**src/logic/video_defines.svh**
```systemverilog
// LCD scan timing in LCD clocks and lines
// Frame buffer depth and bring-up startup delay

`ifndef VIDEO_DEFINES_SVH
`define VIDEO_DEFINES_SVH

// Horizontal timing, counted in LCD clocks
`define H_BACK_PORCH 216
`define H_ACTIVE 640
`define H_TOTAL 1056

// Vertical timing, counted in lines
`define V_BACK_PORCH 35
`define V_ACTIVE 480
`define V_TOTAL 525

// Word pairs held by the frame buffer
`define FIFO_DEPTH 1024

// Cycles spent in each bring-up wait state
`define STARTUP_DELAY 256

`endif

```
**src/logic/control_pkg.sv**
```systemverilog
// LCD counter and startup delay types
// Bring-up state encoding

`default_nettype none

package control_pkg;

	typedef logic [10:0] hcount_t;
	typedef logic [9:0] vcount_t;

	// Wide enough for the long hardware delay
	typedef logic [19:0] delay_count_t;

	typedef enum logic [2:0] {
		BUF_START,
		WAIT_BUF,
		WAIT_CAM,
		RUN,
		RELOAD_WAIT
	} bring_up_state_t;

endpackage

`default_nettype wire

```
**src/logic/bring_up_sequencer.sv**
```systemverilog
// Bring-up sequencer for buffer, camera and LCD
// Startup delays and reload handling

`timescale 1ns/100ps
`default_nettype none

`include "video_defines.svh"

module bring_up_sequencer
	import control_pkg::*;
(
	input logic Clock,
	input logic Resetn,
	input logic reload,
	output logic cam_enable,
	output logic lcd_enable,
	output logic buf_flush
);

localparam delay_count_t DELAY_LAST = delay_count_t'(`STARTUP_DELAY - 1);

bring_up_state_t state;
delay_count_t start_delay;

// Buffer is held empty while starting or reloading
assign buf_flush = (state == BUF_START) || (state == RELOAD_WAIT);

always_ff @(posedge Clock or negedge Resetn) begin
	if (~Resetn) begin
		state <= BUF_START;
		cam_enable <= 1'b0;
		lcd_enable <= 1'b0;
		start_delay <= '0;
	end else begin
		case (state)
			BUF_START: begin
				start_delay <= '0;
				state <= WAIT_BUF;
			end
			WAIT_BUF: begin
				if (start_delay == DELAY_LAST) begin
					cam_enable <= 1'b1;
					start_delay <= '0;
					state <= WAIT_CAM;
				end else begin
					start_delay <= start_delay + 1'b1;
				end
			end
			// Camera settles before the LCD starts reading
			WAIT_CAM: begin
				if (start_delay == DELAY_LAST) begin
					lcd_enable <= 1'b1;
					state <= RUN;
				end else begin
					start_delay <= start_delay + 1'b1;
				end
			end
			RUN: begin
				if (reload) begin
					cam_enable <= 1'b0;
					lcd_enable <= 1'b0;
					start_delay <= '0;
					state <= RELOAD_WAIT;
				end
			end
			RELOAD_WAIT: begin
				if (start_delay == DELAY_LAST) begin
					if (!reload)
						state <= BUF_START;
				end else begin
					start_delay <= start_delay + 1'b1;
				end
			end
			default: state <= BUF_START;
		endcase
	end
end

endmodule

`default_nettype wire

```
**config.mk**
```make
export PLATFORM = sky130hd
export DESIGN_NAME = bring_up_sequencer
export DESIGN_NICKNAME = d
export VERILOG_FILES = /design/src/logic/control_pkg.sv /design/src/logic/bring_up_sequencer.sv
export VERILOG_INCLUDE_DIRS = /design/src /design/src/logic
export SDC_FILE = /design/constraint.sdc
export NUM_CORES = 1
export LEC_CHECK = 0
export CORE_AREA = 2 2 86 63
export DETAILED_ROUTE_END_ITERATION = 8
export DIE_AREA = 0 0 88 65
export DONT_BUFFER_PORTS = 1
export PLACE_DENSITY_LB_ADDON = 0.3
export SYNTH_ARGS = -nofsm -noshare
export SYNTH_HDL_FRONTEND = slang
export SYNTH_SLANG_ARGS = --single-unit
```
**constraint.sdc**
```tcl
create_clock -name Clock -period 2.5 [get_ports Clock]
set_input_delay 0.25 -clock Clock [delete_from_list [all_inputs] [get_ports Clock]]
set_output_delay 0.25 -clock Clock [all_outputs]
set_load 0.02 [all_outputs]
```
Word level (Yosys, flattened, before mapping):

Index checks and enable logic that the tools add are counted.

* equality and inequality tests: 11
* reduce and logical (&&, ||, !) cells: 10
* multiplexer cells: 14
* $add $sub $neg: 1

Operator list (count)
* case mux 20 bit (4 select lines): 1
* two-way mux 20 bit: 3
* adder 20 x 1 -> 20 bit, second input constant: 1
* == test 20 x 8 -> 1 bit, second input constant: 1
* two-way mux 3 bit: 5
* case mux 3 bit (5 select lines): 1
* inequality test 2 bit, second input constant: 5
* AND reduction 3 bit: 3
* == test 3 x 2 -> 1 bit, second input constant: 2
* AND reduction 5 bit: 1
* case mux 1 bit (2 select lines): 2
* nonzero test 2 bit: 2
* nonzero test 4 bit: 1
* == test 3 x 1 -> 1 bit, second input constant: 1
* == test 3 bit, second input constant: 1
* logical NOT 3 bit: 1
* two-way mux 1 bit: 2
* inequality test 2 x 1 -> 1 bit, second input constant: 1
* OR reduction 2 bit: 1
* logical OR 1 bit: 1

* register bits after elaboration: 25
* input bits: 3
* output and inout bits: 3
* logic and storage cells: 40

Logic depth before layout (Yosys ltp):

* word-level depth: 4
* gate-level depth with buffers: 7
* gate-level depth less buffers: 6

Worst setup path before layout:

OpenSTA, ideal clock, no wires.

* kind: flip-flop to flip-flop
* from: register start_delay[0]
* to: register start_delay[8]
* setup slack: 0.619 ns
* library setup time: 0.077 ns
* cell stages (with the launch flop): 8
* arrival: 1.804 ns
* buffers on the path: 1
* data required time: 2.423 ns
* period minus slack after synthesis: 1.881 ns
* cell sequence: dfrtp_1 ha_1 and2_1 nand4_2 o21ai_2 buf_4 or3_2 a21oi_1

* longest elaborated chain between the ends: 3
* elaborated cells between the ends (all ways): 7
* classes of those cells: add/sub: 1; eq/ne: 2; mux: 3; reduce/logical: 1

RTL lines
* start: declaration: line bring_up_sequencer.sv:23 `delay_count_t start_delay;`
* start signal: assignment: line bring_up_sequencer.sv:46 `start_delay <= start_delay + 1'b1;`
* start signal: assignment: line bring_up_sequencer.sv:55 `start_delay <= start_delay + 1'b1;`
* start signal: assignment: line bring_up_sequencer.sv:71 `start_delay <= start_delay + 1'b1;`
* adder 20 x 1 -> 20 bit or == test 20 x 8 -> 1 bit (tied branches)
* two-way mux 20 bit, or another cell as far along: line bring_up_sequencer.sv:51, bring_up_sequencer.sv:67
* case mux 20 bit (4 select lines) or AND reduction 3 bit (tied branches)

Parallel ways exist; a longest one is shown, timed or not. The select of a mux whose other input is x is not followed.
A chain may end at the register's enable or synchronous reset.

Worst setup path after layout:

* from: register start_delay[0]
* to: register start_delay[13]

The elaborated chain is that of the path after synthesis.

==> flow_summary.toml <==
[pwr]
p_sw_frac = 0.315
switchingPower_mw = 0.303
ir_drop_mv = 0.461
cellPowerDensity_nw_per_um2 = 607
clock_power_share = 0.256
pwr-share-comb = 0.192
p_seq_frac = 0.553
power.leakage_nw = 0.629
intPower_mw = 0.659

[layout]
nNetsFinal = 165
fill_cells = 522
drive_above_1_share = 0.100
final_cells = 232
syn_to_final_growth_pct = 11.4
multiInputGateArea_um2 = 758
mostFrequentLayoutCells = "25 x dfrtp_1, 17 x nand2_1, 16 x a21oi_1, 11 x o21ai_0, 10 x nor2_1"
antennaDiodeCount = 0
register_area_um2 = 626
final_common_cell = "dfrtp_1"

[place]
io_buffers = 0
preCtsSetupSlack_ps = 409
finalWeightedCongestion = 0.754
dp_cells = 226
post-dp-hpwl_um = 2160

[critical_path]
crit_fanout = 12
reg2reg_slack_ps = 390
reg2reg_from = "start_delay[0]$_DFFE_PN0P_"
required_ps = 2700
r2r-end = "start_delay[13]$_DFFE_PN0P_"
crit_chain = "ha_1 -> and2_1 -> nand4_2 -> o21ai_2 -> buf_4 -> or4_1 -> a21oi_1"
worstSetupStartpoint = "start_delay[0]$_DFFE_PN0P_"
cpPeakStageDelay_ps = 490
start_kind = "flip-flop"
worst_path_max_delay_cell = "or4_1"
r2r_cells = 7
arrival_ps = 2310
critPathCaptureType = "flip-flop"
timing.setup.critical_path_class = "reg2reg"

[route]
wl_um = 3100
dr.pass1.iters = 4
drt_iter0_markers = 104
avgRoutedWirePerCell_um = 13.4
drc_errors = 0
vias = 1180
routed_via_density = 5.09
drtAntennaViolNets = 0

[logic_synthesis]
synth_seq_cells = 25
synthFlopType = "dfrtp_1"
syn_area_um2 = 1420
syn_avg_cell_area_um2 = 9.17
ys_async_sr_fraction = 1.00
synth_edf_count = 0
yosys_warnings = 0
syn_nets = 159
yosysSeqAreaShare = 0.440
synth_cell_type_count = 37
syn_inst = 155

[hold_path]
holdPathEnd = "state[2]$_DFFE_PN0P_"
hold_path_depth = 2
hp-class = "in2reg"
worstHoldStart = "reload"

[clock_tree]
clk_pin_slew_ps = 90
clockRootBuffer = "clkbuf_8"
clk_latency_ps = 270
cts_tree = "yes"
cts_resized = 0
cts_htree_levels = 1
cts_buffers = 3
cts.sinks = 25
cts_buffer_depth = 2

[sta]
tightest_slew_ps = 438
fin_ws_ps = 393
relSlewSlack = 0.707
finalCritPeriodShare = 0.843
fmax_mhz = 475
rsz0062_at_grt = "no"
finClkSkew_ps = 2.00
fin_crit_ps = 2110
fin_tns_setup_ps = 0
finalSetupViolations = 0
drv_slew = 0
finalHoldViolations = 0

[job]
max_cap_violations = 0

[run_status]
status = "finished clean"

[die]
num_rows = 22
die_x_um = 88
start_util = 0.285
coreArea_um2 = 4980
io_pins = 6
die_h_um = 65
die_area_um2 = 5720

[grt]
overflow = 0
grt_pass1_vias = 1123
grt_pass1_wl_um = 5670
grt_max_degree = 26
track_usage = 0.127
grt_antenna_before_repair = 0
[worst max-delay path, delay by kind of cell (launching register included)]
| kind | cells | cell delay (ps) |
|---|---|---|
| AO/OA/AOI/OAI | 2 | 290 |
| adder cells (fa/ha/maj) | 1 | 240 |
| buffers and inverters | 1 | 200 |
| flip-flops | 1 | 420 |
| AND/OR/NAND/NOR | 3 | 890 |
[state kept, by name, indices dropped and copies added, names as in the netlist]
register,count
cam_enable,1
lcd_enable,1
start_delay,20
state,3
[power groups by stage]
stage	clock, mW	sequential (mW)	combinational, mW
after floorplan	0	0.520	0.139
after global placement	0	0.537	0.172
after detailed placement	0	0.535	0.170
after CTS	0.254	0.528	0.187
after global routing	0.274	0.544	0.217
final	0.246	0.531	0.184
[area by class of cell]
type / count / share of cell area
tap: 72 / 0.0569
sequential: 25 / 0.395
inverter: 1 / 0.00237
multi-input combinational: 124 / 0.479
timing repair buffer: 6 / 0.0379
clock buffer: 4 / 0.0285
[logic make-up after synthesis]
group | synth area share
buffers and inverters | 0.0264
multiplexers | 0.00792
flip-flops | 0.440
AND/OR/NAND/NOR | 0.305
adder cells (fa/ha/maj) | 0.00880
AO/OA/AOI/OAI | 0.175
XOR/XNOR | 0.0370
[timing repair]
action / 4_1_cts / 5_1_grt
buffers inserted: 0 / 0
hold buffers: 2 / 0
endpoints found under the hold margin: 25 / 0
setup endpoints to repair: 0 / 0
[per-layer routing]
metal | part of all wire | track usage | vias to the layer above
met5 | 0 | 0 | -
met4 | 0.0026 | 0.0173 | 0
met3 | 0.055 | 0.0357 | 2
met2 | 0.38 | 0.172 | 34
met1 | 0.56 | 0.201 | 551
li1 | - | - | 593
[stage by stage]
| step | power [mW] | hold WS [ps] | utilization | cell area, um^2 |
|---|---|---|---|---|
| after global routing | 1.03 | 171 | 0.318 | 1580 |
| final | 0.961 | 149 | 0.318 | 1580 |
| after detailed placement | 0.705 | -44.4 | 0.303 | 1510 |
| after CTS | 0.969 | 137 | 0.318 | 1580 |
| after global placement | 0.709 | -44.3 | 0.303 | 1510 |
| after floorplan | 0.659 | -45.6 | - | 1420 |
[cells in the mapped netlist (2+ instances only)]
cell type	instances	share of area
dfrtp_1	25	0.44
nand2_1	17	0.045
a21oi_1	16	0.056
o21ai_0	11	0.039
nor2_1	10	0.026
nand3_1	8	0.028
or3_1	8	0.035
o31ai_1	5	0.026
or4_1	5	0.026
xor2_1	5	0.031
and2_1	4	0.018
and3_1	3	0.013
buf_2	3	0.011
nand4_1	3	0.013
nor2b_1	3	0.013
nor4_1	3	0.013
o21ai_1	3	0.011
a31oi_1	2	0.0088
nand4_2	2	0.018
o211ai_1	2	0.011
[worst max-delay path by stage]
stage | to | slack [ps] | cells after the start
detailed placement | start_delay[13]$_DFFE_PN0P_ | 410 | 7
CTS | start_delay[13]$_DFFE_PN0P_ | 380 | 7
finish | start_delay[13]$_DFFE_PN0P_ | 390 | 7
global route | start_delay[13]$_DFFE_PN0P_ | 280 | 7
global placement | start_delay[13]$_DFFE_PN0P_ | 450 | 7
floorplan | start_delay[8]$_DFFE_PN0P_ | 620 | 7
No activity file was read; power rests on OpenSTA's default activity.
