<file path="src/logic/video_defines.svh">
// LCD scan timing in LCD clocks and lines
// Frame buffer depth and bring-up startup delay

`ifndef VIDEO_DEFINES_SVH
`define VIDEO_DEFINES_SVH

// Horizontal timing, counted in LCD clocks
`define H_BACK_PORCH 216
`define H_ACTIVE 640
`define H_TOTAL 1056

// Vertical timing, counted in lines
`define V_BACK_PORCH 35
`define V_ACTIVE 480
`define V_TOTAL 525

// Word pairs held by the frame buffer
`define FIFO_DEPTH 1024

// Cycles spent in each bring-up wait state
`define STARTUP_DELAY 256

`endif

</file>
<file path="src/logic/pixel_pkg.sv">
// Pixel component types for camera and LCD
// Stored half-pixel word and frame counter types

`default_nettype none

package pixel_pkg;

	// Camera colour component
	typedef logic [9:0] cam_pix_t;

	// LCD colour component
	typedef logic [7:0] lcd_pix_t;

	// One buffer word, half of a packed pixel
	typedef logic [15:0] buf_word_t;

	typedef logic [31:0] frame_count_t;

endpackage

`default_nettype wire

</file>
<file path="src/logic/camera_packer.sv">
// Camera pixel packer
// Splits each RGB pixel into two buffer words and counts frames

`timescale 1ns/100ps
`default_nettype none

module camera_packer
	import pixel_pkg::*;
(
	input logic Clock,
	input logic Resetn,
	input logic enable,
	input logic cam_valid,
	input logic cam_frame_start,
	input cam_pix_t cam_red,
	input cam_pix_t cam_green,
	input cam_pix_t cam_blue,
	output logic wr_strobe,
	output buf_word_t wr_word1,
	output buf_word_t wr_word2,
	output frame_count_t frame_count
);

logic take_pixel;

assign take_pixel = enable && cam_valid;

always_ff @(posedge Clock or negedge Resetn) begin
	if (~Resetn) begin
		wr_strobe <= 1'b0;
		frame_count <= '0;
	end else begin
		wr_strobe <= take_pixel;
		if (enable && cam_frame_start)
			frame_count <= frame_count + 1'b1;
	end
end

// Green is split across the two words
always_ff @(posedge Clock) begin
	if (take_pixel) begin
		wr_word1 <= {1'b0, cam_green[9:5], cam_blue};
		wr_word2 <= {1'b0, cam_green[4:0], cam_red};
	end
end

endmodule

`default_nettype wire

</file>
<file path="config.mk">
export PLATFORM = sky130hd
export DESIGN_NAME = camera_packer
export DESIGN_NICKNAME = d
export VERILOG_FILES = /design/src/logic/video_defines.svh /design/src/logic/pixel_pkg.sv /design/src/logic/camera_packer.sv
export SDC_FILE = /design/constraint.sdc
export NUM_CORES = 1
export LEC_CHECK = 0
export BUFFER_PORTS_ARGS = -buffer_cell sky130_fd_sc_hd__buf_2
export CELL_PAD_IN_SITES_DETAIL_PLACEMENT = 1
export CELL_PAD_IN_SITES_GLOBAL_PLACEMENT = 2
export CORE_ASPECT_RATIO = 0.7
export CORE_MARGIN = 3
export CORE_UTILIZATION = 33
export CTS_CLUSTER_DIAMETER = 30
export CTS_CLUSTER_SIZE = 25
export DETAILED_ROUTE_END_ITERATION = 7
export GPL_ROUTABILITY_DRIVEN = 0
export PLACE_DENSITY_LB_ADDON = 0.12
export SYNTH_ARGS = -nofsm -noshare
export SYNTH_HDL_FRONTEND = slang
export SYNTH_SLANG_ARGS = --single-unit
</file>
<file path="constraint.sdc">
create_clock -name Clock -period 3 [get_ports Clock]
set_input_delay 0 -clock Clock [delete_from_list [all_inputs] [get_ports Clock]]
set_output_delay 0 -clock Clock [all_outputs]
set_load 0.005 [all_outputs]
</file>
# --- Word-level counts from Yosys, hierarchy flattened ---
# Cells that the tools add are included.
totals:
  ff_bits: 63
  in_bits: 35
  out_inout_bits: 65
  word_cells: 7
op_classes:
  n_addsub: 1
  reduce_logical: 2
ops:
  columns: ["cell", "count"]
  rows:
  - ["$add A32 B1 Y32 const B", 1]
  - ["$logic_and A1 B1 Y1", 2]

# --- Depth between registers and ports, before layout ---
# Gate-level depths: netlist of run 1.
logic_depth:
  word_depth: 1
  depth_mapped: 5
  ltp_nobuf: 5

# --- Worst setup path after synthesis of run 1 ---
# OpenSTA, ideal clock, no wires.
synth_path:
  path_kind: "register to register"
  start: "reg frame_count[4]"
  end: "reg frame_count[26]"
  setup_ns: 0.125
  arrival_time_ns: 1.374
  required_time_ns: 2.875
  slack_ns: 1.502
  stages_incl_launch_ff: 5
  path_buffers: 0
  period_less_slack_ns: 1.498
  path_cell_list: "dfrtp_1 > nand4_4 > nor4_4 > nand4_1 > xnor2_1"
synth_between:
  elab_chain_cells: 1
synth_lines:
  columns: ["element", "line_no", "rtl"]
  rows:
  - ["start: declaration", "camera_packer.sv:21", "output frame_count_t frame_count"]
  - ["start signal: assignment", "camera_packer.sv:35", "frame_count <= frame_count + 1'b1;"]
  - ["$add A32 B1 Y32", "camera_packer.sv:35", null]
# No other way between the ends.
# A chain may end at the register's enable or synchronous reset.

# --- Worst setup path after layout of run 1 ---
layout_path:
  start: "reg frame_count[0]"
  end: "reg frame_count[30]"
# The elaborated chain is that of the path after synthesis.

==> flow_metrics.env, run 1 <==
export IMPL_slowest_delay_ns=0.50
export IMPL_final_setup_tns_ns=0
export IMPL_num_vias=1730
export IMPL_outcome="finished clean"
export IMPL_yosys_top_cells_count="33 x dfrtp_1, 30 x edfxtp_1, 26 x xnor2_1"
export IMPL_clk_root_buffer_cell="clkbuf_8"
export IMPL_dpl_hpwl_mm=4.11
export IMPL_overflow=0
export IMPL_syn_avg_cell_area_um2=15.8
export IMPL_netlist_area_um2=2440
export IMPL_num_io_pins=100
export IMPL_synth_ff_latch_count=63
export IMPL_grt_pass1_vias=1787
export IMPL_synthCells=155
export IMPL_nets=330
export IMPL_initialDrtViolationCount=61
export IMPL_hold_slack_ns=0.0893
export IMPL_tightest_slew_ns=0.754
export IMPL_portBuffers=97
export IMPL_path_common_cell="nand3_1"
export IMPL_ys_seq_area_share_pct=70.7
export IMPL_coreArea_um2=6980
export IMPL_drive_gt1_share_pct=40.1
export IMPL_p_leak_nw=1.67
export IMPL_crit_type="flop to flop"
export IMPL_yosysTopAreaCell="edfxtp_1"
export IMPL_cp_num_buf_inv=0
export IMPL_path_cells="ha_1 -> nand3_1 -> nor4_4 -> nand3_1 -> xnor2_1"
export IMPL_die_y_um=78.0
export IMPL_rsz0062_at_grt="no"
export IMPL_async_flop_share_pct=52.4
export IMPL_setup_viol=0
export IMPL_layout_min_cycle_time_ns=1.78
export IMPL_cts_num_sinks=63
export IMPL_start_kind="flop"
export IMPL_drc=0
export IMPL_grt_max_degree=34
export IMPL_whs_endpoint="frame_count[0]"
export IMPL_skew_ns=0.00686
export IMPL_yosysMostFrequentCell="dfrtp_1"
export IMPL_synth_distinct_cells=22
export IMPL_cts_buffer_depth=2
export IMPL_ir_drop_v=0.000285
export IMPL_start_util_pct=35.0
export IMPL_clk_transition_reported_paths_ns=0.07
export IMPL_insertedDiodeCount=0
export IMPL_first_pass_iters=4
export IMPL_antenna_found_initial=0
export IMPL_grt_pass1_wl_mm=9.59
export IMPL_grtUsageTotal_pct=15.0
export IMPL_synth_edf_count=30
export IMPL_area_delta_synth_final_pct=44.5
export IMPL_placementRows=25
export IMPL_netlist_area_leader_share_pct=36.9
export IMPL_setup_ws_ns=1.22
export IMPL_reg2reg_slack_ns=1.22
export IMPL_ctsHoldBuffers=31
export IMPL_synth_warnings=0
export IMPL_cp_end_kind="flop"
export IMPL_setup_worst_path_start="frame_count[0]"
export IMPL_whs_path_depth=3
export IMPL_drt_total_wl_mm=5.90
export IMPL_worstHoldPathType="input port to flop"
export IMPL_numCtsBuffers=9
export IMPL_hold_viol_final=0
export IMPL_synthFlopType="dfrtp_1"
export IMPL_worst_r2r_startpoint="frame_count[0]"
export IMPL_crit_required_ns=3.22
export IMPL_synth_area_leaders="edfxtp_1 37%, dfrtp_1 34%, xnor2_1 9.3%"
export IMPL_clk_latency_ns=0.33
export IMPL_cts_tree="yes"
export IMPL_cts_resized=0
export IMPL_fin_util_pct=50.6
export IMPL_wire_per_inst_um=15.0
export IMPL_path_max_fanout=8
export IMPL_die_width_um=109
export IMPL_slew_violations=0
export IMPL_min_delay_start="enable"
export IMPL_maxSlewHeadroom_pct=49.7
export IMPL_cpLargestDelayFamily="simple AND/OR/NAND/NOR gates"
export IMPL_max_freq_mhz=563
export IMPL_ant_nets=0
export IMPL_pre_cts_slack_ns=1.21
export IMPL_powerDensity_nw_per_um2=552
export IMPL_viasPerCell=4.40
export IMPL_r2r_cells=5
export IMPL_htree_levels=3
export IMPL_timing_max_cap_violations=0
export IMPL_r2r_end="frame_count[30]"
export IMPL_fin_crit_sh_pct=59.2
export IMPL_dieArea_um2=8490
export IMPL_critical_path_arrival_ns=1.99
export IMPL_finalPower_mw=1.95
export IMPL_postCtsSetupRepairBufs=0
export IMPL_slowest_stage="nor4_4"
per-stage QoR:
step	instances	area [µm²]
5_1_grt	393	3530
3_5_place_dp	346	3040
4_1_cts	393	3530
6_report	393	3530
2_1_floorplan	156	2450
3_3_place_gp	346	3040
placed cells by master (no fill, tap or decap):
| cell type | count |
|---|---|
| nand2_4 | 1 |
| dfrtp_1 | 33 |
| nand2_2 | 1 |
| clkbuf_8 | 9 |
| nand3_1 | 15 |
| buf_2 | 97 |
| nand2_1 | 6 |
| ha_1 | 1 |
| mux2_2 | 1 |
| edfxtp_1 | 30 |
| and4_1 | 2 |
| nand4_1 | 11 |
| buf_4 | 1 |
| bufinv_16 | 1 |
| inv_1 | 2 |
| nor2_1 | 3 |
| dlygate4sd3_1 | 31 |
| clkinv_2 | 2 |
| xor2_1 | 5 |
| clkinv_1 | 3 |
| conb_1 | 2 |
| xnor2_1 | 26 |
| nor3_1 | 2 |
| nor4_4 | 4 |
| clkbuf_1 | 1 |
| and3_2 | 1 |
| and2_1 | 2 |
| and3_1 | 4 |
| nand4_4 | 2 |
report_power, final:
group	leakage (nW)	switching [mW]	internal, mW
registers	0.732	0.0671	0.975
clock network	0.0925	0.307	0.372
logic	0.848	0.106	0.121
total	1.67	0.480	1.47
per-layer routing:
metal	wire length [µm]	global-route usage (%)	vias up	part of all wire [%]
li1	-	-	835	-
met1	2740	19.8	839	46
met2	2750	22.6	54	47
met3	384	6.90	2	6.5
met4	25	3.40	0	0.42
met5	0	0	-	0
layout make-up:
type	count	area, µm²
Inverter	2	7.51
Fill cell	741	3440
Multi-Input combinational cell	89	698
Sequential cell	63	1730
Timing Repair Buffer	129	803
Clock buffer	10	128
Clock inverter	6	51.3
Tap cell	94	118
registers in the layout (all words and copies together), names as in the netlist:
name	cells
frame_count	32
wr_word2	15
wr_word1	15
wr_strobe	1
worst max path at each step:
stage,endpoint,slack (ns),depth (start not counted)
3_5_place_dp,frame_count[30],1.21,5
6_report,frame_count[30],1.22,5
4_1_cts,frame_count[30],1.20,5
5_1_grt,frame_count[26],1.04,5
2_1_floorplan,frame_count[26],1.50,4
3_3_place_gp,frame_count[30],1.25,5
kinds of logic (layout without fill, tap and decap cells):
kind of cell | count (synthesis) | in the layout | synth area share (%)
muxes | 1 | 1 | 0.461
xor gates and xnor gates | 31 | 31 | 11.1
other | 1 | 2 | 0.153
adders and majority gates | 1 | 1 | 0.512
and+or+nand+nor | 54 | 54 | 16.2
buffers and inverters | 4 | 147 | 0.922
DFF | 63 | 63 | 70.7
worst min-delay path: cells and delay by family:
| family | cells | cell delay [ns] |
|---|---|---|
| buffers and inverters | 1 | 0.10 |
| and+or+nand+nor | 1 | 0.19 |
| xor gates and xnor gates | 1 | 0.08 |
Power figures use the tool's default switching activity.
==> run 2, diff against run 1 <==
--- a/config.mk
+++ b/config.mk
@@ -10,7 +10,7 @@
 export CELL_PAD_IN_SITES_GLOBAL_PLACEMENT = 2
 export CORE_ASPECT_RATIO = 0.7
 export CORE_MARGIN = 3
-export CORE_UTILIZATION = 33
+export CORE_UTILIZATION = 31
 export CTS_CLUSTER_DIAMETER = 30
 export CTS_CLUSTER_SIZE = 25
 export DETAILED_ROUTE_END_ITERATION = 7
==> constraint.sdc (replaced) <==
create_clock -name Clock -period 1.7 [get_ports Clock]
set_input_delay 0 -clock Clock [delete_from_list [all_inputs] [get_ports Clock]]
set_output_delay 0 -clock Clock [all_outputs]
set_load 0.005 [all_outputs]
==> run 2 against run 1 <==
Compared with the run above:
- global-route usage about the same
- clock skew decreased by 0.0018 ns
- non-clock buffer count up 12
- hold slack lost 0.0019 ns
- register-to-register slack worse by 1.1 ns
- setup slack got worse by 1.1 ns
- clock power rose to 2.9 times the previous value
- critical path depth stayed put
- total power is 120% higher
==> flow_metrics.env, run 2 (synthesis gave the netlist of run 1 again) <==
export IMPL_start_kind="flop"
export IMPL_cts_resized=0
export IMPL_dpl_cell_area_um2=3140
export IMPL_num_vias=1799
export IMPL_die_y_um=80.3
export IMPL_wire_per_inst_um=15.1
export IMPL_pre_cts_slack_ns=0.139
export IMPL_met2WireLength_mm=2.97
export IMPL_cp_end_kind="flop"
export IMPL_top_regs="frame_count x32, wr_word1 x15, wr_word2 x15"
export IMPL_first_pass_iters=4
export IMPL_start_util_pct=32.7
export IMPL_hold_viol_final=0
export IMPL_skew_ns=0.00504
export IMPL_p_leak_nw=1.80
export IMPL_crit_type="flop to flop"
export IMPL_postCtsSetupRepairBufs=0
export IMPL_setup_viol=0
export IMPL_critical_path_arrival_ns=1.73
export IMPL_stdcell_count=409
export IMPL_grt_pass1_vias=1925
export IMPL_layout_commonest_cell="buf_2"
export IMPL_fin_util_pct=50.4
export IMPL_drc=0
export IMPL_layout_min_cycle_time_ns=1.54
export IMPL_largest_reg_flops=32
export IMPL_overflow=0
export IMPL_antenna_found_initial=0
export IMPL_die_width_um=112
export IMPL_wl_met3_um=317
export IMPL_grtUsageTotal_pct=15.0
export IMPL_clk_latency_ns=0.32
export IMPL_htree_levels=3
export IMPL_grt_max_degree=34
export IMPL_layout_common_cells="97 x buf_2, 33 x dfrtp_1, 31 x dlygate4sd3_1"
export IMPL_coreArea_um2=7480
export IMPL_crit_required_ns=1.90
export IMPL_final_cell_area_um2=3770
export IMPL_clk_transition_reported_paths_ns=0.06
export IMPL_placementRows=26
export IMPL_wl_met1_mm=2.78
export IMPL_area_delta_synth_final_pct=54.3
export IMPL_drt_total_wl_mm=6.20
export IMPL_top_register="frame_count"
export IMPL_clk_root_buffer_cell="clkbuf_16"
export IMPL_fillers=807
export IMPL_nets=342
export IMPL_drive_gt1_share_pct=43.4
export IMPL_dpl_hpwl_mm=4.18
export IMPL_numCtsBuffers=9
export IMPL_timing_max_cap_violations=0
export IMPL_rsz0062_at_grt="no"
export IMPL_max_freq_mhz=651
export IMPL_routed_top_layer="met4"
export IMPL_cts_num_sinks=63
export IMPL_dieArea_um2=9000
export IMPL_outcome="finished clean"
export IMPL_num_io_pins=100
export IMPL_final_setup_tns_ns=0
export IMPL_cts_tree="yes"
export IMPL_portBuffers=97
export IMPL_slew_violations=0
export IMPL_viasPerCell=4.40
export IMPL_ant_nets=0
export IMPL_dp_cells=362
export IMPL_worstHoldPathType="input port to flop"
export IMPL_path_max_fanout=8
export IMPL_insertedDiodeCount=0
export IMPL_ir_drop_v=0.000726
export IMPL_maxSlewHeadroom_pct=50.0
export IMPL_tightest_slew_ns=0.750
export IMPL_fin_crit_sh_pct=90.3
export IMPL_initialDrtViolationCount=96
export IMPL_cts_buffer_depth=2
export IMPL_grt_pass1_wl_mm=10.3
export IMPL_setup_ws_ns=0.165
export IMPL_powerDensity_nw_per_um2=1120
-- run 2: cell count changes in the layout (fill, tap and decap cells not counted) --
cell,before,now
clkinvlp_4,0,1
clkinv_1,3,0
clkbuf_16,0,9
inv_6,0,1
clkinv_2,2,0
buf_4,1,13
clkbuf_8,9,0
bufinv_16,1,2
clkinv_4,0,2
-- run 2: per-stage QoR --
step,power [mW],hold slack (ns)
floorplan,2.00,-0.296
global placement,2.24,0.135
detailed placement,2.25,0.136
CTS,4.30,0.0865
global route,4.45,0.104
finish,4.23,0.0875
-- run 2: final timing paths --
kind	startpoint	endpoint	slack [ns]	cells after the start
max	frame_count[6]	frame_count[26]	0.16	5
min	cam_frame_start	frame_count[0]	0.09	3
max reg2reg	frame_count[6]	frame_count[26]	0.16	5
min reg2reg	frame_count[31]	frame_count[31]	0.47	1
max in group asynchronous	Resetn	frame_count[25]	0.93	2
min in group asynchronous	Resetn	frame_count[7]	0.28	2
-- run 2: area by class of cell --
type	count	area, µm²	area share (%)
Clock inverter	6	93.8	2.49
Tap cell	98	123	3.25
Clock buffer	10	229	6.07
Multi-Input combinational cell	89	698	18.5
Timing Repair Buffer	141	893	23.7
Inverter	2	7.51	0.199
Sequential cell	63	1730	45.8
-- run 2: per-layer routing --
layer | vias up | GRT usage, %
met3 | 9 | 4.52
met5 | - | 0
met4 | 0 | 6.60
met1 | 869 | 18.7
li1 | 862 | -
met2 | 59 | 24.3
-- run 2: where the power goes --
| group | switching (mW) | internal [mW] | leakage [nW] | total [mW] |
|---|---|---|---|---|
| Combinational | 0.205 | 0.237 | 0.912 | 0.443 |
| Clock | 0.672 | 1.29 | 0.153 | 1.96 |
| Sequential | 0.103 | 1.72 | 0.732 | 1.83 |
| Total | 0.980 | 3.25 | 1.80 | 4.23 |
-- run 2: worst max-delay path, stage by stage (launching register included) --
cell     delay [ns]
dfrtp_1        0.45
nand4_4        0.21
nor4_4         0.28
buf_4          0.21
nand4_1        0.12
xnor2_1        0.14
-- run 2: what timing repair did --
item / CTS / global route
endpoints found under the hold margin: 63 / 0
setup endpoints to repair: 0 / 1
hold buffers: 31 / 0
