--- src/logic/video_defines.svh ---
// LCD scan timing in LCD clocks and lines
// Frame buffer depth and bring-up startup delay

`ifndef VIDEO_DEFINES_SVH
`define VIDEO_DEFINES_SVH

// Horizontal timing, counted in LCD clocks
`define H_BACK_PORCH 216
`define H_ACTIVE 640
`define H_TOTAL 1056

// Vertical timing, counted in lines
`define V_BACK_PORCH 35
`define V_ACTIVE 480
`define V_TOTAL 525

// Word pairs held by the frame buffer
`define FIFO_DEPTH 1024

// Cycles spent in each bring-up wait state
`define STARTUP_DELAY 256

`endif

--- src/logic/pixel_pkg.sv ---
// Pixel component types for camera and LCD
// Stored half-pixel word and frame counter types

`default_nettype none

package pixel_pkg;

	// Camera colour component
	typedef logic [9:0] cam_pix_t;

	// LCD colour component
	typedef logic [7:0] lcd_pix_t;

	// One buffer word, half of a packed pixel
	typedef logic [15:0] buf_word_t;

	typedef logic [31:0] frame_count_t;

endpackage

`default_nettype wire

--- src/logic/control_pkg.sv ---
// LCD counter and startup delay types
// Bring-up state encoding

`default_nettype none

package control_pkg;

	typedef logic [10:0] hcount_t;
	typedef logic [9:0] vcount_t;

	// Wide enough for the long hardware delay
	typedef logic [19:0] delay_count_t;

	typedef enum logic [2:0] {
		BUF_START,
		WAIT_BUF,
		WAIT_CAM,
		RUN,
		RELOAD_WAIT
	} bring_up_state_t;

endpackage

`default_nettype wire

--- src/logic/lcd_scanout.sv ---
// LCD scan-out with H and V counters, syncs and data enable
// Reads one word pair per active pixel and unpacks it to 8-bit RGB

`timescale 1ns/100ps
`default_nettype none

`include "video_defines.svh"

module lcd_scanout
	import pixel_pkg::*;
	import control_pkg::*;
(
	input logic Clock,
	input logic Resetn,
	input logic enable,
	input buf_word_t rd_word1,
	input buf_word_t rd_word2,
	output logic rd_strobe,
	output logic lcd_nclk,
	output logic lcd_hd,
	output logic lcd_vd,
	output logic lcd_den,
	output lcd_pix_t lcd_r,
	output lcd_pix_t lcd_g,
	output lcd_pix_t lcd_b
);

localparam hcount_t H_FIRST = hcount_t'(`H_BACK_PORCH);
localparam hcount_t H_LAST = hcount_t'(`H_BACK_PORCH + `H_ACTIVE - 1);
localparam hcount_t H_END = hcount_t'(`H_TOTAL - 1);
localparam vcount_t V_FIRST = vcount_t'(`V_BACK_PORCH);
localparam vcount_t V_LAST = vcount_t'(`V_BACK_PORCH + `V_ACTIVE - 1);
localparam vcount_t V_END = vcount_t'(`V_TOTAL - 1);

logic clk_en;
hcount_t h_count;
vcount_t v_count;
logic in_window;

assign in_window = (h_count >= H_FIRST) && (h_count <= H_LAST) &&
	(v_count >= V_FIRST) && (v_count <= V_LAST);

// Read in the low phase, so the word is back before the output update
assign rd_strobe = enable && !clk_en && in_window;

// LCD samples on the rising edge, mid-way through each pixel
assign lcd_nclk = clk_en;

always_ff @(posedge Clock or negedge Resetn) begin
	if (~Resetn) begin
		clk_en <= 1'b0;
		h_count <= '0;
		v_count <= '0;
	end else if (!enable) begin
		clk_en <= 1'b0;
		h_count <= '0;
		v_count <= '0;
	end else begin
		clk_en <= !clk_en;
		if (clk_en) begin
			if (h_count == H_END) begin
				h_count <= '0;
				if (v_count == V_END)
					v_count <= '0;
				else
					v_count <= v_count + 1'b1;
			end else begin
				h_count <= h_count + 1'b1;
			end
		end
	end
end

// Outputs change together once per LCD clock
always_ff @(posedge Clock or negedge Resetn) begin
	if (~Resetn) begin
		lcd_hd <= 1'b0;
		lcd_vd <= 1'b0;
		lcd_den <= 1'b0;
		lcd_r <= '0;
		lcd_g <= '0;
		lcd_b <= '0;
	end else if (!enable) begin
		lcd_hd <= 1'b0;
		lcd_vd <= 1'b0;
		lcd_den <= 1'b0;
		lcd_r <= '0;
		lcd_g <= '0;
		lcd_b <= '0;
	end else if (clk_en) begin
		// Syncs are active low at count zero
		lcd_hd <= (h_count != '0);
		lcd_vd <= (v_count != '0);
		lcd_den <= in_window;
		if (in_window) begin
			lcd_r <= rd_word2[9:2];
			lcd_g <= {rd_word1[14:10], rd_word2[14:12]};
			lcd_b <= rd_word1[9:2];
		end else begin
			lcd_r <= '0;
			lcd_g <= '0;
			lcd_b <= '0;
		end
	end
end

// Each read lands on a displayed pixel two cycles later
assert property (
	@(posedge Clock) disable iff (~Resetn || !enable)
	rd_strobe |-> ##1 clk_en ##1 lcd_den
);

endmodule

`default_nettype wire

--- config.mk ---
export PLATFORM = sky130hd
export DESIGN_NAME = lcd_scanout
export DESIGN_NICKNAME = d
export VERILOG_FILES = /design/src/logic/pixel_pkg.sv /design/src/logic/control_pkg.sv /design/src/logic/lcd_scanout.sv
export VERILOG_INCLUDE_DIRS = /design/src /design/src/logic
export SDC_FILE = /design/constraint.sdc
export NUM_CORES = 1
export LEC_CHECK = 0
export BUFFER_PORTS_ARGS = -buffer_cell sky130_fd_sc_hd__buf_2
export CAP_MARGIN = 10
export CORE_ASPECT_RATIO = 0.7
export CORE_MARGIN = 1
export CORE_UTILIZATION = 51
export CTS_CLUSTER_SIZE = 25
export DETAILED_ROUTE_END_ITERATION = 10
export PLACE_DENSITY = 0.88
export SYNTH_ARGS = -nofsm -noshare
export SYNTH_HDL_FRONTEND = slang
export SYNTH_SLANG_ARGS = --single-unit
--- constraint.sdc ---
create_clock -name Clock -period 4.8 [get_ports Clock]
set_input_delay 0.24 -clock Clock [delete_from_list [all_inputs] [get_ports Clock]]
set_output_delay 0.24 -clock Clock [all_outputs]
set_load 0.02 [all_outputs]
After elaboration in Yosys (flattened, before gate mapping)
Index checks and enable logic that the tools add are counted.
{"block": "totals", "regBits": 49, "latchBits": 0, "ram_bits": 0, "rom_bits": 0, "output_inout_bits": 29, "memories": 0}
{"block": "op_classes", "addsub": 2, "multipliers": 0, "div": 0, "magnitude_cmp": 4, "n_eq_ne": 4, "shifts": 0, "mux": 23, "bitwise": 0, "reduce_logical": 9}
{"op": "8-bit 2-to-1 mux", "n": 9}
{"op": "10-bit 2-to-1 mux", "n": 4}
{"op": "11-bit 2-to-1 mux", "n": 3}
{"op": "11-bit by 1-bit adder with 11-bit output (second input constant)", "n": 1}
{"op": "11-bit equality test (second input constant)", "n": 1}
{"op": "11-bit by 8-bit >= comparator with 1-bit output (second input constant)", "n": 1}
{"op": "11-bit by 10-bit less-or-equal comparator with 1-bit output (second input constant)", "n": 1}
{"op": "11-bit nonzero test", "n": 1}
{"op": "10-bit by 1-bit adder with 10-bit output (second input constant)", "n": 1}
{"op": "10-bit equality test (second input constant)", "n": 1}
{"op": "10-bit by 6-bit >= comparator with 1-bit output (second input constant)", "n": 1}
{"op": "10-bit less-or-equal comparator (second input constant)", "n": 1}
{"op": "10-bit nonzero test", "n": 1}
{"op": "1-bit 2-to-1 mux", "n": 7}
{"op": "1-bit logical AND", "n": 5}
{"op": "2-bit by 1-bit != test with 1-bit output (second input constant)", "n": 2}
{"op": "2-bit AND reduction", "n": 1}
{"op": "1-bit logical NOT", "n": 1}

Logic depth before layout (Yosys ltp)
Gate-level depths: netlist of run 1.
{"block": "depth", "depth_word": 7, "depth_mapped": 7, "depth_no_buf": 6}

Least setup slack after synthesis of run 1
OpenSTA, ideal clock, no wires.
{"block": "synth_path", "path_kind": "register -> register", "from": "reg clk_en (netlist: lcd_nclk)", "to": "reg lcd_b[6]", "setup_ps": 121, "arrival_time_ps": 1803, "required_ps": 4679, "slack_ps": 2876, "path_stages_with_launch": 6, "n_path_buf": 2, "synth_period_minus_slack_ps": 1924, "cell_sequence": "dfrtp_1 > buf_6 > nand2b_1 > inv_2 > dlygate4sd3_1 > a22o_1"}
{"block": "synth_between", "elab_chain_cells": 1}
{"item": "start: declaration", "line_no": "lcd_scanout.sv:35", "text": "logic clk_en;"}
{"item": "start signal: assignment", "line_no": "lcd_scanout.sv:59", "text": "clk_en <= !clk_en;"}
{"item": "2-bit by 1-bit != test with 1-bit output (no source line)"}
{"item": "end signal: assignment", "line_no": "lcd_scanout.sv:98", "text": "lcd_b <= rd_word1[9:2];"}
{"item": "end: declaration", "line_no": "lcd_scanout.sv:25", "text": "output lcd_pix_t lcd_b"}
No other way between the ends.
A chain may end at the register's enable or synchronous reset.

Worst setup path after layout of run 1
{"block": "layout_path", "from": "reg v_count[6]", "to": "reg lcd_g[4]"}
{"block": "layout_between", "elab_chain_cells": 6}
{"item": "start: declaration", "line_no": "lcd_scanout.sv:37", "text": "vcount_t v_count;"}
{"item": "start signal: assignment", "line_no": "lcd_scanout.sv:66", "text": "v_count <= v_count + 1'b1;"}
{"item": "10-bit by 6-bit >= comparator with 1-bit output", "line_no": "lcd_scanout.sv:41", "text": "(v_count >= V_FIRST) && (v_count <= V_LAST);"}
{"item": "1-bit logical AND", "line_no": "lcd_scanout.sv:40", "text": "assign in_window = (h_count >= H_FIRST) && (h_count <= H_LAST) &&"}
{"item": "1-bit logical AND (*)", "line_no": "lcd_scanout.sv:41"}
{"item": "8-bit 2-to-1 mux (*)", "line_no": "lcd_scanout.sv:95", "text": "if (in_window) begin"}
{"item": "8-bit 2-to-1 mux (*)", "line_no": "lcd_scanout.sv:90", "text": "end else if (clk_en) begin"}
{"item": "8-bit 2-to-1 mux (*)", "line_no": "lcd_scanout.sv:83", "text": "end else if (!enable) begin"}
{"item": "end signal: assignment", "line_no": "lcd_scanout.sv:97", "text": "lcd_g <= {rd_word1[14:10], rd_word2[14:12]};"}
{"item": "end: declaration", "line_no": "lcd_scanout.sv:24", "text": "output lcd_pix_t lcd_g,"}
Mark *: on every way between the ends. The rest lies on a longest branch, timed or not. The select of a mux whose other input is x is not followed.

==> summary.md, run 1 <==
Status
* complete, no violations — run status

Drt
* 5.81 — number of vias per cell after detailed routing
* 1,899 — total vias in the final route
* 98 — count of routing violations after the opening detailed-route iteration
* 327 µm — Detail Route met3 WL
* 0 — number of remaining DRC errors
* 2090 µm — met2 WL post-DR
* 4860 µm — final wirelength
* 2310 µm — routed length on met1
* 14.9 µm — detail-routed net length per standard cell
* met4 — DR top layer
* 0 — number of routed nets with antenna violations
* 4 — iteration count of the initial detailed-routing pass

Layout
* 312 — number of nets in the layout
* 2720 µm² — finished layout cell area
* 26.1% — layout cells sized above 1
* 12.9% — area added between synthesis and finish
* 0 — diode insertion count for antenna repair
* 357 — total of fill cells in the finished design
* 1230 µm² — Storage cell area
* 1040 µm² — multi-input gate area in the final layout

Pwr
* 1.34 nW — leakage component of the power
* 115 µV — worst supply voltage drop on vdd
* 708 µW — total power draw
* 260 nW/µm² — P per Cell Area

Logic synthesis
* 44 — Distinct cells, synth
* 223 — gate count after technology mapping
* 0 — number of enable flip-flop cells after synthesis
* 49 — number of register bits inferred by synthesis
* 263 — net count after synthesis
* 0 — Yosys warning count
* 2410 µm² — total standard cell area after synthesis
* 100% — post-synthesis async set-or-reset flop share
* sky130_fd_sc_hd__dfrtp_1 — dominant register cell in the synthesized netlist
* sky130_fd_sc_hd__dfrtp_1, sky130_fd_sc_hd__a22o_1, sky130_fd_sc_hd__buf_6, sky130_fd_sc_hd__nand3_1, sky130_fd_sc_hd__nor2_1 — dominant cells by area after synthesis
* sky130_fd_sc_hd__dfrtp_1 — post-synthesis cell type with the largest combined area
* 10.8 µm² — Syn Area/Cell
* 50.9% — sequential element share of the synthesized area
* sky130_fd_sc_hd__dfrtp_1, sky130_fd_sc_hd__a22o_1, sky130_fd_sc_hd__nor2_1 — most numerous cell types in the synthesized netlist
* sky130_fd_sc_hd__dfrtp_1 — leading cell type by number of instances after synthesis
* 50.9% — area share of the leading cell type in the synthesized netlist

Setup path
* 2.64 ns — crit path DAT
* register — endpoint type of the worst setup path
* 25 — maximum fanout along the worst path
* register to register — critical path type
* 5.04 ns — required time of the worst setup path
* register — sort of element at the start of the critical path

Placement
* 3390 µm — post-detailed-placement half-perimeter wirelength
* 55 — Port Buffers
* 2630 µm² — post-detailed-placement cell area
* 2.44 ns — worst setup timing slack at the placement stage
* 0.886 — routability congestion estimate from global placement

Run
* 0 — number of max-capacitance violations reported

Clock network
* 49 — clk sink count
* sky130_fd_sc_hd__clkbuf_8 — clock tree root driver cell
* 0 — number of setup buffers added after CTS
* done — clock tree from TritonCTS
* 2 — H-tree levels
* 0 — number of hold-repair buffers added at the cts stage
* 0.09 ns — clock-pin slew reported for the worst setup and hold paths after clock tree synthesis
* 2 — CTS Buffer Depth
* 5 — clock buffer count from CTS
* 0.30 ns — Clock Latency Late Sink
* 0 — post-CTS sizing

STA
* no — RSZ-0062 raised after global routing
* 0.00711 ns — final clock skew
* 0 — final count of negative-setup-slack endpoints
* 2.40 ns — Worst Slack Setup Final
* 0 ns — final sum of negative setup slack
* 49.9% — final clock period utilization by the worst path
* 0 — number of hold violations in the final report
* 0 — Final Max Tran Viols
* 1.02 ns — Slew @ Worst Pin
* 32.2% — Max transition margin
* 0.418 GHz — Max Fclk
* 0.114 ns — Hold WS
* 2.40 ns — Final Critical Period

Floorplan
* 59.5 µm — height of the die
* 64 — Top Ports
* 84.1 µm — die boundary width
* 20 — Rows
* 4430 µm² — core area
* 54.4% — effective utilization at floorplan
* 5010 µm² — area of the die

Global route
* 22.0% — Global Route Usage Sum
* 8310 µm — first-pass GRT wire length
* 1,765 — vias in the first global route
* 0 — total overflow reported by the global router
* 50 — pin count of the biggest net entering global routing
* 0 — antenna violations before repair

Min path
* primary input to async pin — Worst Hold Class

[logic make-up (layout without fill, tap and decap cells)]
logic type / Yosys count / count (layout) / share of synthesized area [%]
simple gates: 80 / 80 / 18.1
compound gates: 59 / 59 / 18.6
flops: 49 / 49 / 50.9
buf+inv: 20 / 69 / 6.03
xor+xnor: 9 / 9 / 3.27
fa+ha+maj: 5 / 5 / 2.60
mux: 1 / 1 / 0.467
[cell type report]
class | instances | area share (%)
multi-input cells | 154 | 38.1
repair buffers | 55 | 10.1
inverters | 7 | 0.966
clock inverters | 2 | 0.598
well taps | 55 | 2.53
clock buffers | 5 | 2.53
flip-flops and latches | 49 | 45.1
[path summary, 6_finish.rpt]
check / start / endpoint / slack, ns / depth (start not counted)
worst max-delay path: v_count[6] / lcd_g[4] / 2.40 / 5
max in group asynchronous: Resetn / v_count[3] / 4.07 / 1
worst min register to register: lcd_g[1] / lcd_g[1] / 0.51 / 1
min in group Clock: rd_word1[9] / lcd_b[7] / 0.14 / 2
worst min-delay path: Resetn / lcd_r[4] / 0.11 / 1
worst max register to register: v_count[6] / lcd_g[4] / 2.40 / 5
[layout by cell type, fill, tap and decap left out, types with 2 or more instances in the layout]
cell type	count
sky130_fd_sc_hd__inv_1	6
sky130_fd_sc_hd__o21ai_0	12
sky130_fd_sc_hd__a41oi_1	2
sky130_fd_sc_hd__o31ai_1	2
sky130_fd_sc_hd__nand4_1	2
sky130_fd_sc_hd__nand2b_1	4
sky130_fd_sc_hd__and3_1	4
sky130_fd_sc_hd__xor2_1	6
sky130_fd_sc_hd__nor4_1	2
sky130_fd_sc_hd__clkbuf_8	5
sky130_fd_sc_hd__a22o_1	24
sky130_fd_sc_hd__dfrtp_1	49
sky130_fd_sc_hd__xnor2_1	3
sky130_fd_sc_hd__nand3_1	17
sky130_fd_sc_hd__nor2_1	21
sky130_fd_sc_hd__nor3_4	2
sky130_fd_sc_hd__and4_1	2
sky130_fd_sc_hd__nand2_1	13
sky130_fd_sc_hd__o41ai_1	3
sky130_fd_sc_hd__a21oi_1	5
sky130_fd_sc_hd__buf_2	55
sky130_fd_sc_hd__ha_1	5
sky130_fd_sc_hd__nor3_1	5
sky130_fd_sc_hd__a31oi_1	3
[registers in the layout, indices dropped and copies added, names as in the netlist]
register  cells
h_count      11
lcd_vd        1
lcd_b         8
v_count      10
lcd_nclk      1
lcd_hd        1
lcd_g         8
lcd_den       1
lcd_r         8
[per-layer routing]
metal	up-vias	GRT usage, %
met4	0	10.8
met2	74	33.3
met3	12	6.41
met1	896	29.5
li1	917	-
met5	-	0
[per-stage QoR]
| stage | std cells | util, % |
|---|---|---|
| after floorplan | 223 | - |
| after CTS | 327 | 61.4 |
| after global placement | 320 | 59.5 |
| after detailed placement | 320 | 59.5 |
| after global routing | 327 | 61.4 |
| final | 327 | 61.4 |
[power by group]
group / internal (mW) / switching, mW
Clock: 0.101 / 0.135
Combinational: 0.0166 / 0.0323
Sequential: 0.417 / 0.00605
[critical path, cell delays in order, from the launching register on]
cell                        delay (ns)
sky130_fd_sc_hd__dfrtp_1          0.49
sky130_fd_sc_hd__nor3_4           0.28
sky130_fd_sc_hd__o2111ai_1        0.16
sky130_fd_sc_hd__a221o_1          0.37
sky130_fd_sc_hd__nor3_4           0.78
sky130_fd_sc_hd__a22o_1           0.24
(Power assumes the default switching activity.)
==> run 2: changes to the inputs <==
CORE_UTILIZATION = 47   (was 51)
PLACE_DENSITY = 0.85   (was 0.88)
clock period = 2.2 ns   (was 4.8 ns; I/O delays follow)
==> run 2 against run 1 <==
Net effect: count of clock-buffer cells in the layout up 1; wire length up 18%; critical path depth unchanged; worst setup slack worse by 2.3 ns; power up 140%; sequential power up 120%; critical endpoint is now rd_strobe; die area up 8.3%; worst hold slack worse by 0.10 ns; flip-flop and latch count unchanged; global-route usage up 0.15 points; register-to-register slack worse by 2.3 ns.
==> summary.md, run 2 (synthesis gave the netlist of run 1 again) <==
Placement
* 55 — Port Buffers
* 0.953 — routability congestion estimate from global placement
* 350 — Placed Cells
* 4030 µm — post-detailed-placement half-perimeter wirelength
* -0.137 ns — worst setup timing slack at the placement stage

STA
* 95.2% — final clock period utilization by the worst path
* 63.9% — Max transition margin
* 0.106 ns — Worst Slack Setup Final
* 0.00689 ns — final clock skew
* 0.539 ns — Slew @ Worst Pin
* 0.0137 ns — Hold WS
* 0.478 GHz — Max Fclk
* 0 — number of hold violations in the final report
* no — RSZ-0062 raised after global routing
* 2.09 ns — Final Critical Period
* 0 — Final Max Tran Viols
* 0 — final count of negative-setup-slack endpoints

Floorplan
* 21 — Rows
* 49.5% — effective utilization at floorplan
* 64 — Top Ports
* 87.6 µm — die boundary width
* 61.9 µm — height of the die
* 5420 µm² — area of the die
* 4860 µm² — core area

Setup path
* or4_4 -> nor3_4 -> a2bb2oi_4 -> nor3_4 -> buf_4 — ordered list of cells on the worst path
* output port — endpoint type of the worst setup path
* sky130_fd_sc_hd__or4_4 — worst-path cell with the longest stage delay
* 0.15 ns — flop2flop setup slack
* 5 — count of cells along the worst register-to-register path
* lcd_r[7] — endpoint of the worst register-to-register path
* register to output port — critical path type
* simple AND/OR/NAND/NOR gates — Top Family by Delay on Critical Path
* 1.98 ns — crit path DAT
* 0.55 ns — delay contributed by the slowest stage of the critical path
* 2.09 ns — required time of the worst setup path
* 3 — maximum fanout along the worst path
* sky130_fd_sc_hd__nor3_4 — most frequent cell on the critical path
* h_count[10] — worst reg2reg path startpoint
* 1 — sum of buffers and inverters on the critical path
* register — sort of element at the start of the critical path

Layout
* sky130_fd_sc_hd__buf_2, sky130_fd_sc_hd__dfrtp_1, sky130_fd_sc_hd__a22o_1 — most frequent cells in the layout
* 362 — count of non-filler cells in the finished layout
* 332 — number of nets in the layout
* h_count: 11 flops, v_count: 10 flops — registers with the most flip-flops
* h_count — top register by number of flip-flops
* 61.3% — Finished Core Util
* 23.6% — area added between synthesis and finish
* sky130_fd_sc_hd__buf_2 — commonest non-fill, non-tap cell in the layout
* 0 — diode insertion count for antenna repair
* 31.7% — layout cells sized above 1
* 403 — total of fill cells in the finished design
* 11 — flip-flop count of the largest register, all copies and words added

Min path
* primary input to register — Worst Hold Class
* lcd_g[6] — worst-case hold path end point
* rd_word1[13] — worst min-delay path startpoint
* 2 — number of cells on the worst hold path

Clock network
* 5 — clock buffer count from CTS
* 0.09 ns — clock-pin slew reported for the worst setup and hold paths after clock tree synthesis
* 0.30 ns — Clock Latency Late Sink
* 2 — H-tree levels
* 2 — CTS Buffer Depth
* 49 — clk sink count
* done — clock tree from TritonCTS
* sky130_fd_sc_hd__clkbuf_8 — clock tree root driver cell

Drt
* 5740 µm — final wirelength
* 0 — number of routed nets with antenna violations
* 162 — count of routing violations after the opening detailed-route iteration
* 5.64 — number of vias per cell after detailed routing
* 0 — number of remaining DRC errors
* 5 — iteration count of the initial detailed-routing pass
* 2,040 — total vias in the final route
* 15.9 µm — detail-routed net length per standard cell

Global route
* 1,787 — vias in the first global route
* 0 — antenna violations before repair
* 0 — total overflow reported by the global router
* 22.1% — Global Route Usage Sum
* 8820 µm — first-pass GRT wire length
* 30 — pin count of the biggest net entering global routing

Pwr
* 22.9% — switching fraction of total power
* 39.0% — clock power share
* 418 µV — worst supply voltage drop on vdd
* 1.33 mW — internal power contribution
* 394 µW — net switching power
* 53.2% — part of the total power dissipated in sequential elements
* 579 nW/µm² — P per Cell Area
* 1.72 mW — total power draw
* 1.47 nW — leakage component of the power
* 7.9% — combinational cell fraction of total power

Status
* complete, no violations — run status

Run
* 0 — number of max-capacitance violations reported

## run 2: changes by cell type in the layout (fill, tap and decap cells not counted), sizes merged
cell | before | now
buf | 55 | 73
dlygate4sd3 | 0 | 1
bufinv | 0 | 1
nor3 | 8 | 9
clkinv | 1 | 0
clkbuf | 5 | 6
## run 2: layout make-up
cell class	instances	area, µm²	share of cell area [%]
inverters	7	26.3	0.882
repair buffers	74	435	14.6
well taps	69	86.3	2.90
clock buffers	6	82.6	2.77
flip-flops and latches	49	1230	41.2
clock inverters	2	37.5	1.26
multi-input cells	155	1080	36.4
## run 2: layer usage
| layer | vias to the layer above | routed length, µm | global-route usage, % |
|---|---|---|---|
| met2 | 91 | 2660 | 34.2 |
| met1 | 981 | 2600 | 30.1 |
| met3 | 6 | 401 | 6.08 |
| met5 | - | 0 | 0 |
| met4 | 0 | 75 | 8.90 |
| li1 | 962 | - | - |
## run 2: what timing repair did
| item | CTS | global route |
|---|---|---|
| resized for setup | 0 | 7 |
| pin swaps | 1 | 2 |
| setup endpoints to repair | 25 | 16 |
| hold endpoints to repair | 49 | 0 |
| hold buffers | 1 | 0 |
| cloned | 1 | 0 |
| buffers inserted | 0 | 2 |
## run 2: worst max-delay path by stage
stage	cells past startpoint	startpoint	slack, ns	end
floorplan	5	lcd_nclk	0.28	lcd_b[6]
global placement	5	v_count[8]	-0.04	lcd_g[2]
detailed placement	5	v_count[8]	-0.14	lcd_r[2]
CTS	5	v_count[8]	-0.01	lcd_r[7]
global route	6	v_count[0]	0.009	rd_strobe
finish	5	h_count[10]	0.11	rd_strobe
## run 2: power groups by stage
stage / logic, mW / registers [mW] / clock network (mW)
6_report: 0.136 / 0.916 / 0.672
5_1_grt: 0.153 / 0.918 / 0.719
4_1_cts: 0.135 / 0.916 / 0.688
3_5_place_dp: 0.132 / 0.934 / 0
3_3_place_gp: 0.128 / 0.934 / 0
2_1_floorplan: 0.0525 / 0.941 / 0
## run 2: worst reg2reg max path, stage by stage (launching register included)
cell	delay, ns
sky130_fd_sc_hd__dfrtp_1	0.41
sky130_fd_sc_hd__or4_4	0.55
sky130_fd_sc_hd__nor2_1	0.21
sky130_fd_sc_hd__a2bb2oi_4	0.13
sky130_fd_sc_hd__nor3_4	0.49
sky130_fd_sc_hd__a22o_1	0.21
## run 2: through the flow
step / setup TNS (ns) / instance area [µm²]
2_1_floorplan: 0 / 2410
3_3_place_gp: -0.823 / 2770
3_5_place_dp: -2.78 / 2770
4_1_cts: -0.0564 / 2910
5_1_grt: 0 / 2980
6_report: 0 / 2980
